**config.mk**
```make
export PLATFORM = sky130hd
export DESIGN_NAME = bank_port_mux
export DESIGN_NICKNAME = d
export VERILOG_FILES = /design/src/design/banked_mem_pkg.sv /design/src/design/bank_port_mux.sv
export SDC_FILE = /design/constraint.sdc
export NUM_CORES = 1
export LEC_CHECK = 0
export BUFFER_PORTS_ARGS = -buffer_cell sky130_fd_sc_hd__buf_2
export CORE_AREA = 8 8 89 91
export DETAILED_ROUTE_END_ITERATION = 6
export DIE_AREA = 0 0 97 99
export GPL_ROUTABILITY_DRIVEN = 1
export PLACE_DENSITY = 0.67
export SYNTH_ARGS = -nofsm -noshare
export SYNTH_HDL_FRONTEND = slang
export SYNTH_SLANG_ARGS = --single-unit
```
**constraint.sdc**
```tcl
create_clock -name vclk -period 1.4
set_input_delay 0.28 -clock vclk [all_inputs]
set_output_delay 0.28 -clock vclk [all_outputs]
set_load 0.005 [all_outputs]
```
**src/design/banked_mem_pkg.sv**
```systemverilog
/* Sizes are fixed here, so no module takes parameters.
   A wide port spans NarrowPerWide neighbouring banks at one shared row. */

package banked_mem_pkg;

    // ------------------------------------------------------------
    // Sizes
    // ------------------------------------------------------------
    localparam int unsigned NumNarrowBanks  = 8;
    localparam int unsigned NarrowPerWide   = 4;
    localparam int unsigned NumWideBanks    = 2;
    localparam int unsigned NarrowDataWidth = 32;
    localparam int unsigned WideDataWidth   = 128;
    localparam int unsigned BankDepth       = 64;
    localparam int unsigned AddrWidth       = 6;

    // ------------------------------------------------------------
    // Encodings
    // ------------------------------------------------------------
    typedef enum logic {
        MEM_READ  = 1'b0,
        MEM_WRITE = 1'b1
    } mem_op_e;

    // Which side wins this cycle
    typedef enum logic {
        PRIO_NARROW = 1'b0,
        PRIO_WIDE   = 1'b1
    } arb_prio_e;

    // Owner of one bank access, also the response tag
    typedef enum logic {
        SRC_NARROW = 1'b0,
        SRC_WIDE   = 1'b1
    } bank_src_e;

    // ------------------------------------------------------------
    // Request and response structs
    // ------------------------------------------------------------
    typedef struct packed {
        logic                         q_valid;
        mem_op_e                      q_op;
        logic [AddrWidth-1:0]         q_addr;
        logic [NarrowDataWidth-1:0]   q_wdata;
        logic [NarrowDataWidth/8-1:0] q_strb;
    } mem_narrow_req_t;

    typedef struct packed {
        logic                       q_ready;
        logic                       p_valid;
        logic [NarrowDataWidth-1:0] p_rdata;
    } mem_narrow_rsp_t;

    typedef struct packed {
        logic                       q_valid;
        mem_op_e                    q_op;
        logic [AddrWidth-1:0]       q_addr;
        logic [WideDataWidth-1:0]   q_wdata;
        logic [WideDataWidth/8-1:0] q_strb;
    } mem_wide_req_t;

    typedef struct packed {
        logic                     q_ready;
        logic                     p_valid;
        logic [WideDataWidth-1:0] p_rdata;
    } mem_wide_rsp_t;

    // What a single bank sees after steering
    typedef struct packed {
        logic                         en;
        logic                         we;
        logic [AddrWidth-1:0]         addr;
        logic [NarrowDataWidth-1:0]   wdata;
        logic [NarrowDataWidth/8-1:0] be;
        bank_src_e                    src;
    } bank_req_t;

endpackage

```
**src/design/bank_port_mux.sv**
```systemverilog
/* Picks the accepted side for one bank, never both. slice_i is the lane
   of this bank inside its wide group and must be tied to a constant. */

`timescale 1ns/1ps

module bank_port_mux (
    input  banked_mem_pkg::mem_narrow_req_t narrow_req_i,
    input  logic                            narrow_ready_i,
    input  banked_mem_pkg::mem_wide_req_t   wide_req_i,
    input  logic                            wide_ready_i,
    // Lane index of this bank within the group
    input  logic [1:0]                      slice_i,
    output banked_mem_pkg::bank_req_t       bank_req_o
);

    import banked_mem_pkg::*;

    localparam int unsigned StrbWidth = NarrowDataWidth / 8;

    logic narrow_acc;
    logic wide_acc;

    // Acceptance is valid and ready seen together
    assign narrow_acc = narrow_req_i.q_valid & narrow_ready_i;
    assign wide_acc   = wide_req_i.q_valid & wide_ready_i;

    // ------------------------------------------------------------
    // Steering
    // ------------------------------------------------------------
    always_comb begin
        // Idle bank by default
        bank_req_o     = '0;
        bank_req_o.src = SRC_NARROW;

        if (wide_acc) begin
            bank_req_o.en    = 1'b1;
            bank_req_o.we    = (wide_req_i.q_op == MEM_WRITE);
            bank_req_o.addr  = wide_req_i.q_addr;
            // Only this bank's 32-bit lane and its strobes
            bank_req_o.wdata = wide_req_i.q_wdata[slice_i*NarrowDataWidth +: NarrowDataWidth];
            bank_req_o.be    = wide_req_i.q_strb[slice_i*StrbWidth +: StrbWidth];
            bank_req_o.src   = SRC_WIDE;
        end else if (narrow_acc) begin
            bank_req_o.en    = 1'b1;
            bank_req_o.we    = (narrow_req_i.q_op == MEM_WRITE);
            bank_req_o.addr  = narrow_req_i.q_addr;
            bank_req_o.wdata = narrow_req_i.q_wdata;
            bank_req_o.be    = narrow_req_i.q_strb;
            bank_req_o.src   = SRC_NARROW;
        end
    end

    // The arbiter must never let both sides through here
    always_comb begin
        a_single_side: assert final (!(narrow_acc && wide_acc))
            else $error("Bank accepted narrow and wide together");
    end

endmodule

```
==> summary.md <==
| Metric | Value |
|---|---|
| Max Slew Vio Count | `0` |
| Post-layout nets | `636` |
| Yosys cell types | `15` |
| Hold WC Path Type | `input port to output pin` |
| Syn avg cell area | `8.52 um2` |
| Total power | `1.32 mW` |
| Failing checks | `negative setup slack` |
| First-pass GRT wire length | `14,100 um` |
| Initial Util | `23.0%` |
| Row Count | `30` |
| Worst-Margin Slew | `0.228 ns` |
| Slowest-stage cell, CP | `mux2i_1` |
| DIE HEIGHT | `99 um` |
| Grt ovf | `0` |
| Num sequential | `0` |
| Number of global-route vias before repair | `2,668` |
| Final Instance Area | `4070 um2` |
| Detailed Place HPWL | `7180 um` |
| DRT iter0 DRCs | `54` |
| Most frequent CP cell | `clkbuf_16` |
| Initial antenna violation count | `0` |
| Critical Path RT | `1.12 ns` |
| Routed Antenna Nets | `0` |
| Final WL | `11,400 um` |
| Post-layout worst setup margin | `-0.0970 ns` |
| Die width | `97 um` |
| GRT Overall Usage | `17.4%` |
| Yosys warns | `0` |
| Synth Net Count | `377` |
| Period minus WS final | `1.50 ns` |
| IO buf count | `245` |
| Worst Path Buf+Inv | `3` |
| Worst EP arrival | `1.22 ns` |
| Diode count | `0` |
| Rel. slew slack | `84.3%` |
| Num ports | `245` |
| Final Cycle Share | `107%` |
| Util after Layout | `62.0%` |
| Setup violators final | `43` |
| Gate Count Post-Synth | `177` |
| Fmax | `668 MHz` |
| Setup TNS | `-2.57 ns` |
| Cell Chain, Critical Path | `clkbuf_16, clkbuf_16, mux2i_1, o22ai_2, a21o_1, buf_2` |
| Top Family by Delay on Critical Path | `buffers and inverters` |
| Post-DP Area | `2800 um2` |
| Max FO, Critical Path | `4` |
| Worst Setup End Kind | `output pin` |
| Gpl congestion | `0.789` |
| Register area | `0 um2` |
| Slowest stage delay, CP | `0.25 ns` |
| Final hold viol count | `0` |
| Status | `complete, but fails checks` |
| Via density | `5.09` |
| Clock buffers | `0` |
| Layout Area Growth over Synthesis | `170%` |
| Drt first pass iters | `4` |
| Routed vias | `2,615` |
| Largest net degree at the start of global routing | `24` |
| Hold_ws | `0.823 ns` |
| Peak VDD IR | `0.162 mV` |
| Lkg Pwr | `2.25 nW` |
| Core area | `6570 um2` |
| DIE AREA | `9600 um2` |
| Residual DRC | `0` |
| Average wire per cell in the routed design | `22.1 um` |
| Power Density | `324 nW/um2` |
| RSZ-0062 raised after global routing | `true` |
| Crit path launch type | `input port` |
| Synth Cell Area | `1510 um2` |
| # Max-Cap Violations | `0` |
| Worst Path Class, Setup | `input port to output pin` |
| Layout cells sized above 1 | `82.0%` |
| Post-synthesis sequential area ratio | `0%` |
[metal layers]
metal,GRT usage (%),wire length [um],vias to the layer above
li1,-,-,1248
met1,20.5,4290,1197
met2,31.9,6060,160
met3,4.69,944,10
met4,0.592,90,0
met5,0,0,-
[final cells by class]
cell class	count	area (um2)
repair buffers	277	1990
fillers	533	2490
well taps	80	100
multi-input cells	157	1980
[worst paths after layout]
| path | cells past startpoint | startpoint | endpoint |
|---|---|---|---|
| min | 3 | narrow_req_i[5] | bank_req_o[6] |
| max | 6 | slice_i[1] | bank_req_o[8] |
[cell families (layout without fill, tap and decap cells)]
| logic type | count (synthesis) | count (layout) | share of synthesized area [%] |
|---|---|---|---|
| AOI/OAI and AO/OA | 79 | 79 | 36.9 |
| muxes | 72 | 72 | 47.8 |
| buffers and inverters | 20 | 277 | 11.7 |
| and+or+nand+nor | 6 | 6 | 3.57 |
[synth_stat cells, drive strengths merged]
cell type / n / area [um2]
buf: 18 / 169
a22o: 7 / 61.3
o22ai: 36 / 225
nand2: 1 / 3.75
nand2b: 1 / 6.26
nand3: 1 / 10.0
nor2: 1 / 20.0
clkbuf: 2 / 7.51
mux2i: 72 / 721
a21o: 36 / 270
and2: 1 / 6.26
nand3b: 1 / 7.51
[per-stage QoR]
stage	setup slack, ns	std cells
CTS	-0.0877	503
detailed placement	-0.198	491
floorplan	0.0750	177
global placement	-0.197	491
finish	-0.0970	514
global route	-0.139	514
[cell usage in the layout, fill, tap and decap left out, drive strengths merged]
cell type  count
and2           1
buf          267
a21o          36
nand3b         1
o22ai         36
nor2           1
nand3          1
clkbuf        10
nand2b         1
nand2          1
mux2i         72
a22o           7
[repair_timing]
action	4_1_cts	5_1_grt
hold buffers	0	0
setup endpoints to repair	43	43
gates resized for setup	24	119
gates cloned	10	12
buffers inserted	2	1
pin swaps	14	20
[where the power goes]
part	switching [mW]	internal, mW
combinational	0.538	0.782
clock	0	0
sequential	0	0
(Power assumes the default switching activity.)
