## config.mk

```make
export PLATFORM = sky130hd
export DESIGN_NAME = rsp_router
export DESIGN_NICKNAME = d
export VERILOG_FILES = /design/src/design/banked_mem_pkg.sv /design/src/design/rsp_router.sv
export SDC_FILE = /design/constraint.sdc
export NUM_CORES = 1
export LEC_CHECK = 0
export ABC_AREA = 1
export BUFFER_PORTS_ARGS = -buffer_cell sky130_fd_sc_hd__buf_4
export CORE_AREA = 2 2 438 440
export DETAILED_ROUTE_END_ITERATION = 8
export DIE_AREA = 0 0 440 442
export PLACE_DENSITY = 0.3
export SLEW_MARGIN = 15
export SYNTH_ARGS = -nofsm -noshare
export SYNTH_HDL_FRONTEND = slang
export SYNTH_SLANG_ARGS = --single-unit
```

## constraint.sdc

```tcl
create_clock -name clk_i -period 0.8 [get_ports clk_i]
set_input_delay 0.04 -clock clk_i [delete_from_list [all_inputs] [get_ports clk_i]]
set_output_delay 0.04 -clock clk_i [all_outputs]
set_load 0.02 [all_outputs]
```

## src/design/banked_mem_pkg.sv

```systemverilog
/* Sizes are fixed here, so no module takes parameters.
   A wide port spans NarrowPerWide neighbouring banks at one shared row. */

package banked_mem_pkg;

    // ------------------------------------------------------------
    // Sizes
    // ------------------------------------------------------------
    localparam int unsigned NumNarrowBanks  = 8;
    localparam int unsigned NarrowPerWide   = 4;
    localparam int unsigned NumWideBanks    = 2;
    localparam int unsigned NarrowDataWidth = 32;
    localparam int unsigned WideDataWidth   = 128;
    localparam int unsigned BankDepth       = 64;
    localparam int unsigned AddrWidth       = 6;

    // ------------------------------------------------------------
    // Encodings
    // ------------------------------------------------------------
    typedef enum logic {
        MEM_READ  = 1'b0,
        MEM_WRITE = 1'b1
    } mem_op_e;

    // Which side wins this cycle
    typedef enum logic {
        PRIO_NARROW = 1'b0,
        PRIO_WIDE   = 1'b1
    } arb_prio_e;

    // Owner of one bank access, also the response tag
    typedef enum logic {
        SRC_NARROW = 1'b0,
        SRC_WIDE   = 1'b1
    } bank_src_e;

    // ------------------------------------------------------------
    // Request and response structs
    // ------------------------------------------------------------
    typedef struct packed {
        logic                         q_valid;
        mem_op_e                      q_op;
        logic [AddrWidth-1:0]         q_addr;
        logic [NarrowDataWidth-1:0]   q_wdata;
        logic [NarrowDataWidth/8-1:0] q_strb;
    } mem_narrow_req_t;

    typedef struct packed {
        logic                       q_ready;
        logic                       p_valid;
        logic [NarrowDataWidth-1:0] p_rdata;
    } mem_narrow_rsp_t;

    typedef struct packed {
        logic                       q_valid;
        mem_op_e                    q_op;
        logic [AddrWidth-1:0]       q_addr;
        logic [WideDataWidth-1:0]   q_wdata;
        logic [WideDataWidth/8-1:0] q_strb;
    } mem_wide_req_t;

    typedef struct packed {
        logic                     q_ready;
        logic                     p_valid;
        logic [WideDataWidth-1:0] p_rdata;
    } mem_wide_rsp_t;

    // What a single bank sees after steering
    typedef struct packed {
        logic                         en;
        logic                         we;
        logic [AddrWidth-1:0]         addr;
        logic [NarrowDataWidth-1:0]   wdata;
        logic [NarrowDataWidth/8-1:0] be;
        bank_src_e                    src;
    } bank_req_t;

endpackage

```

## src/design/rsp_router.sv

```systemverilog
/* Tags each bank read with its source and returns it one cycle later.
   There is no back-pressure, so p_valid lasts exactly one cycle. */

`timescale 1ns/1ps

module rsp_router (
    input  logic clk_i,
    input  logic rst_ni,

    input  banked_mem_pkg::bank_req_t [banked_mem_pkg::NumNarrowBanks-1:0] bank_req_i,
    input  logic [banked_mem_pkg::NumNarrowBanks-1:0][banked_mem_pkg::NarrowDataWidth-1:0]
                                       bank_rdata_i,

    output logic [banked_mem_pkg::NumNarrowBanks-1:0] narrow_pvalid_o,
    output logic [banked_mem_pkg::NumNarrowBanks-1:0][banked_mem_pkg::NarrowDataWidth-1:0]
                                       narrow_rdata_o,
    output logic [banked_mem_pkg::NumWideBanks-1:0]   wide_pvalid_o,
    output logic [banked_mem_pkg::NumWideBanks-1:0][banked_mem_pkg::WideDataWidth-1:0]
                                       wide_rdata_o
);

    import banked_mem_pkg::*;

    logic [NumNarrowBanks-1:0] rd_q;
    bank_src_e                 src_q [NumNarrowBanks];

    // Remember per bank whether last edge was a read, and for whom
    always_ff @(posedge clk_i or negedge rst_ni) begin
        if (!rst_ni) begin
            rd_q <= '0;
            for (int i = 0; i < NumNarrowBanks; i++) begin
                src_q[i] <= SRC_NARROW;
            end
        end else begin
            for (int i = 0; i < NumNarrowBanks; i++) begin
                rd_q[i]  <= bank_req_i[i].en & ~bank_req_i[i].we;
                src_q[i] <= bank_req_i[i].src;
            end
        end
    end

    // ------------------------------------------------------------
    // Narrow responses
    // ------------------------------------------------------------
    for (genvar i = 0; i < NumNarrowBanks; i++) begin : g_narrow
        assign narrow_pvalid_o[i] = rd_q[i] & (src_q[i] == SRC_NARROW);
        assign narrow_rdata_o[i]  = bank_rdata_i[i];
    end

    // ------------------------------------------------------------
    // Wide responses
    // ------------------------------------------------------------
    for (genvar g = 0; g < NumWideBanks; g++) begin : g_wide
        localparam int unsigned Lane0 = g * NarrowPerWide;

        // Lane 0 speaks for the whole group
        assign wide_pvalid_o[g] = rd_q[Lane0] & (src_q[Lane0] == SRC_WIDE);
        // Bank 0 of the group lands in the low bits
        assign wide_rdata_o[g]  = bank_rdata_i[Lane0 +: NarrowPerWide];

        for (genvar l = 1; l < NarrowPerWide; l++) begin : g_lane
            // A wide read must have hit every lane of the group
            a_lane_tags_agree: assert property (
                @(posedge clk_i) disable iff (!rst_ni)
                wide_pvalid_o[g] |-> rd_q[Lane0+l] && (src_q[Lane0+l] == SRC_WIDE)
            ) else $error("Wide read lane tags disagree in group %0d", g);
        end
    end

endmodule

```

==> flow_metrics.py, run 1 <==
metrics = {
    "clock_network": {
        "h-tree-depth": 1,
        "clockRootBuffer": "clkbuf_16",
        "cts.clk_slew.worst_paths_ns": 0.07,
        "cts_made_buffers": 3,
        "cts_setup_buffers": 0,
        "cts_max_path_buffers": 2,
        "cts.sinks": 16,
        "tritoncts": "done",
    },
    "floorplanning": {
        "io_pins": 1140,
        "die_w_um": 440,
        "core_area_um2": 190000,
        "rows": 160,
        "dieArea_um2": 194000,
        "die_h_um": 442,
        "start_util_pct": 2.31,
    },
    "power": {
        "power.leakage_nw": 0.681,
        "ir_worst_vdd_uv": 567,
        "power_density_nw_per_um2": 579,
    },
    "hold_path": {
        "hold_start": "bank_req_i[359]",
        "min_to": "rd_q[7]",
        "hold_depth": 3,
        "hp-class": "in2reg",
    },
    "synthesis": {
        "synth_area_leaders": "buf_4 (88%), dfrtp_1 (9.1%), inv_1 (1.5%)",
        "synth_most_common_cell": "buf_4",
        "synth_edf_count": 0,
        "synthTopCellsByCount": "buf_4 (512), inv_1 (18), dfrtp_1 (16)",
        "netlist.area_leader.share_pct": 87.7,
        "async_reset_ff_share_pct": 100,
        "yosysTopAreaCell": "buf_4",
        "synthFlopType": "dfrtp_1",
        "ys_types": 6,
        "synth_seq_cells": 16,
        "syn-cell-area_um2": 4380,
        "yosysWarnings": 0,
        "seq_area_frac_synth_pct": 9.13,
        "synthCells": 564,
        "avgSynthCellArea_um2": 7.77,
        "synth_nets": 1182,
    },
    "timing": {
        "setup_slack_ns": -0.337,
        "final_max_slew_viol_count": 0,
        "post-route-period-util_pct": 142,
        "slew_headroom_pct": 78.7,
        "max_freq_mhz": 880,
        "finalSetupViolations": 10,
        "hold_viol": 0,
        "worst_slew_pin_slew_ns": 0.319,
        "finalSetupTns_ns": -2.07,
        "rsz0062_at_grt": "true",
        "period_minus_slack_ns": 1.14,
    },
    "layout": {
        "drive_above_1_share_pct": 53.8,
        "layout.nets": 738,
        "finalNonFillerCells": 2630,
        "utilization_pct": 2.33,
        "antenna_cells": 0,
        "synthToLayoutAreaGrowth_pct": 0.856,
    },
    "worst_setup_path": {
        "critical_path_arrival_ns": 1.10,
        "end_kind": "primary output",
        "cpMaxStageDelayCell": "dfrtp_2",
        "crit_path_frequent_cell": "buf_12",
        "crit_required_ns": 0.76,
        "start_kind": "flop",
        "cp_slowest_stage_delay_ns": 0.44,
        "criticalPathCategory": "reg2out",
        "cp_cell_sequence": "nor2_4, buf_12, buf_12",
        "critPathMaxFanout": 2,
    },
    "grt": {
        "antenna_found_initial": 1,
        "grt_first_pass_wirelength_um": 88200,
        "globalRouteOverflowTotal": 0,
        "grt_pass1_vias": 1676,
        "grt_start_max_net_pins": 17,
        "grtUsageTotal_pct": 8.26,
    },
    "routing": {
        "routed_wl_um": 83400,
        "dr.pass1.iters": 4,
        "drt_first_iter_violations": 94,
        "wl_per_cell_um": 31.7,
        "ant_nets": 0,
        "drc": 0,
        "vias": 1581,
        "via_per_inst": 0.601,
    },
    "flow_run": {
        "cap_violations": 0,
    },
    "place": {
        "dp_cells": 2606,
        "place_congestion": 0.689,
        "hpwl_um": 81600,
        "io_buffers": 35,
    },
    "run_status": {
        "status": "complete, but fails checks",
        "failed_checks": "negative setup slack",
    },
}
==> layout make-up <==
| type | count | area, µm² |
|---|---|---|
| repair buffers | 63 | 602 |
| inverters | 18 | 67.6 |
| clock buffers | 4 | 88.8 |
| fillers | 22600 | 185000 |
| well taps | 2511 | 3140 |
| multi-input cells | 18 | 120 |
| flip-flops and latches | 16 | 402 |
==> layout by cell type (no fill, tap or decap), drive strengths merged <==
cell type    instances
nand2                2
clkbuf               4
dfrtp               16
buf                 43
inv                 18
dlygate4sd3         20
nor2                16
==> critical path: cells and delay by family (launching register included) <==
family / cells / cell delay [ns]
buffers and inverters: 2 / 0.23
and+or+nand+nor: 1 / 0.14
DFF: 1 / 0.44
==> per-layer routing <==
metal	vias up	part of all wire (%)	track usage, %
li1	271	-	-
met1	433	5.3	1.06
met2	789	47	13.6
met3	86	46	18.1
met4	2	2.0	1.60
met5	-	0.14	0.496
==> cell families after synthesis <==
logic type,after synthesis,synth area share [%]
buffers and inverters,530,89.2
and+or+nand+nor,18,1.66
DFF,16,9.13
==> worst max path at each step <==
stage / to / depth (start not counted) / slack, ns / start
final: narrow_pvalid_o[4] / 3 / -0.34 / src_q[3]
after global routing: narrow_pvalid_o[0] / 4 / -0.39 / rd_q[0]
after CTS: narrow_pvalid_o[4] / 4 / -0.38 / rd_q[4]
after detailed placement: narrow_pvalid_o[4] / 4 / -0.12 / rd_q[4]
after global placement: narrow_pvalid_o[4] / 3 / -0.15 / src_q[3]
after floorplan: narrow_pvalid_o[1] / 1 / 0.12 / src_q[6]
==> report_power, final <==
group          total [W]  leakage (nW)  switching (W)  internal (W)
Sequential      0.000878         0.195      0.0000274      0.000850
Combinational   0.000420         0.441       0.000178      0.000241
Clock            0.00126        0.0442       0.000496      0.000768
Total            0.00256         0.681       0.000701       0.00186
==> per-stage QoR <==
| step | area [µm²] | worst slack [ns] | total power [W] | hold WS, ns |
|---|---|---|---|---|
| floorplan | 4380 | 0.123 | 0.00467 | -0.256 |
| global placement | 4030 | -0.147 | 0.00120 | -0.0445 |
| detailed placement | 4030 | -0.120 | 0.00119 | -0.0447 |
| CTS | 4390 | -0.382 | 0.00265 | 0.0263 |
| global route | 4420 | -0.388 | 0.00269 | 0.0459 |
| finish | 4420 | -0.337 | 0.00256 | 0.0240 |
==> flip-flops by register name (all words and copies together) (netlist names) <==
name / count
rd_q: 8
src_q: 8
==> timing repair <==
item | 4_1_cts | 5_1_grt
gates resized for setup | 24 | 11
endpoints found under the setup margin | 10 | 10
cloned | 0 | 0
hold buffers | 20 | 0
pin swaps | 10 | 1
endpoints found under the hold margin | 30 | 0
Note: power is estimated with default switching activity, not from simulation.
==> inputs of run 2 (changes only) <==
--- a/config.mk
+++ b/config.mk
@@ -8,6 +8,7 @@
 export ABC_AREA = 1
 export BUFFER_PORTS_ARGS = -buffer_cell sky130_fd_sc_hd__buf_4
 export CORE_AREA = 2 2 438 440
+export CTS_BUF_LIST = sky130_fd_sc_hd__clkbuf_8
 export DETAILED_ROUTE_END_ITERATION = 8
 export DIE_AREA = 0 0 440 442
 export PLACE_DENSITY = 0.3
==> run 2 against run 1 <==
  * Clock-buffer cell count is the same
  * Critical path depth is the same
  * First-iteration DRC count shrank 6.4%
  * The run still ends with negative setup slack left
  * Design area shrank 0.48%
  * Flip-flop and latch count is the same
  * Critical endpoint unchanged
  * Via count grew 0.25%
  * Highest routed layer unchanged
  * Hold slack gained 0.019 ns
  * Sequential share of layout area is essentially flat
==> flow_metrics.py, run 2 (synthesis results as in run 1) <==
metrics = {
    "run_status": {
        "status": "complete, but fails checks",
        "failed_checks": "negative setup slack",
    },
    "floorplanning": {
        "core_area_um2": 190000,
        "die_w_um": 440,
        "io_pins": 1140,
        "die_h_um": 442,
        "start_util_pct": 2.31,
        "dieArea_um2": 194000,
        "rows": 160,
    },
    "clock_network": {
        "h-tree-depth": 1,
        "cts_max_path_buffers": 2,
        "clockRootBuffer": "clkbuf_8",
        "cts_made_buffers": 3,
        "cts.clk_slew.worst_paths_ns": 0.10,
        "cts.sinks": 16,
        "cts_setup_buffers": 0,
        "tritoncts": "done",
    },
    "grt": {
        "grt_first_pass_wirelength_um": 88100,
        "grtUsageTotal_pct": 8.26,
        "grt_start_max_net_pins": 17,
        "globalRouteOverflowTotal": 0,
        "antenna_found_initial": 2,
        "grt_pass1_vias": 1676,
    },
    "timing": {
        "max_freq_mhz": 855,
        "post-route-period-util_pct": 146,
        "slew_headroom_pct": 78.8,
        "hold_viol": 0,
        "rsz0062_at_grt": "true",
        "finalSetupViolations": 10,
        "final_max_slew_viol_count": 0,
        "worst_slew_pin_slew_ns": 0.318,
        "period_minus_slack_ns": 1.17,
        "finalSetupTns_ns": -2.39,
        "setup_slack_ns": -0.370,
    },
    "power": {
        "fin_total_pwr_w": 0.00221,
        "power.leakage_nw": 0.670,
        "power_density_nw_per_um2": 501,
        "ir_worst_vdd_uv": 414,
    },
    "layout": {
        "multi_input_area_um2": 120,
        "layout.nets": 739,
        "nFillCells": 22600,
        "drive_above_1_share_pct": 53.3,
        "largestRegisters": "rd_q (8), src_q (8)",
        "finalNonFillerCells": 2632,
        "mostFrequentLayoutCells": "buf_4 (30), dlygate4sd3_1 (21), dfrtp_1 (15), inv_1 (11)",
        "synthToLayoutAreaGrowth_pct": 0.371,
        "seqCellArea_um2": 402,
        "mostFrequentLayoutCell": "buf_4",
        "utilization_pct": 2.32,
    },
    "place": {
        "dp_cells": 2606,
        "place_congestion": 0.689,
        "io_buffers": 35,
        "hpwl_um": 81600,
    },
    "worst_setup_path": {
        "start_kind": "flop",
        "critical_path_arrival_ns": 1.13,
        "crit_required_ns": 0.76,
        "critPathMaxFanout": 2,
        "criticalPathCategory": "reg2out",
        "end_kind": "primary output",
    },
    "routing": {
        "via_per_inst": 0.602,
        "routed_wl_um": 83400,
        "drc": 0,
        "vias": 1585,
        "drt_first_iter_violations": 88,
        "wl_per_cell_um": 31.7,
        "dr.pass1.iters": 4,
        "ant_nets": 0,
    },
    "hold_path": {
        "hp-class": "in2reg",
        "hold_depth": 3,
    },
    "flow_run": {
        "cap_violations": 0,
    },
}
==> run 2: cell count changes in the layout (fill, tap and decap cells not counted) <==
cell           delta
clkbuf_16         -3
clkbuf_8          +3
diode_2           +1
dlygate4sd3_1     +1
==> run 2: final timing paths <==
| path | from | end | slack (ns) |
|---|---|---|---|
| max in group asynchronous | rst_ni | rd_q[5] | 0.37 |
| worst max-delay path | src_q[3] | narrow_pvalid_o[4] | -0.37 |
| worst min-delay path | bank_req_i[223] | rd_q[4] | 0.04 |
| min in group asynchronous | rst_ni | rd_q[0] | 0.15 |
==> run 2: area by class of cell <==
type / count / area share [%]
tap: 2511 / 71.4
timing repair buffer: 64 / 13.9
sequential: 16 / 9.13
multi-input combinational: 18 / 2.73
inverter: 18 / 1.54
clock buffer: 4 / 1.25
antenna: 1 / 0.0569
==> run 2: metal layers <==
metal  wire length (µm)  GRT usage [%]  part of all wire [%]  vias to the layer above
met1               4440           1.06                   5.3                      446
met5                118          0.496                  0.14                        -
met2              38900           13.6                    47                      777
met4               1690           1.60                   2.0                        2
met3              38300           18.1                    46                       86
li1                   -              -                     -                      274
==> run 2: repair_timing <==
action | 4_1_cts | 5_1_grt
resized for setup | 24 | 11
hold buffers | 21 | 0
endpoints found under the setup margin | 10 | 10
pin swaps | 10 | 1
endpoints found under the hold margin | 30 | 0
==> run 2: through the flow <==
stage	worst slack [ns]	cell area (µm²)	hold slack, ns
3_3_place_gp	-0.147	4030	-0.0445
4_1_cts	-0.430	4370	0.0336
3_5_place_dp	-0.120	4030	-0.0447
6_report	-0.370	4400	0.0427
5_1_grt	-0.436	4400	0.0327
2_1_floorplan	0.123	4380	-0.256
==> run 2: power by group <==
part           switching [W]  total [W]  internal [W]  leakage [nW]
Sequential         0.0000280   0.000878      0.000850         0.195
Combinational       0.000180   0.000425      0.000245         0.445
Clock               0.000462   0.000904      0.000443        0.0288
==> run 2: worst max-delay path: stages, from the launching register on <==
cell	delay [ns]
dfrtp_2	0.45
nor2_4	0.14
buf_12	0.13
buf_12	0.11
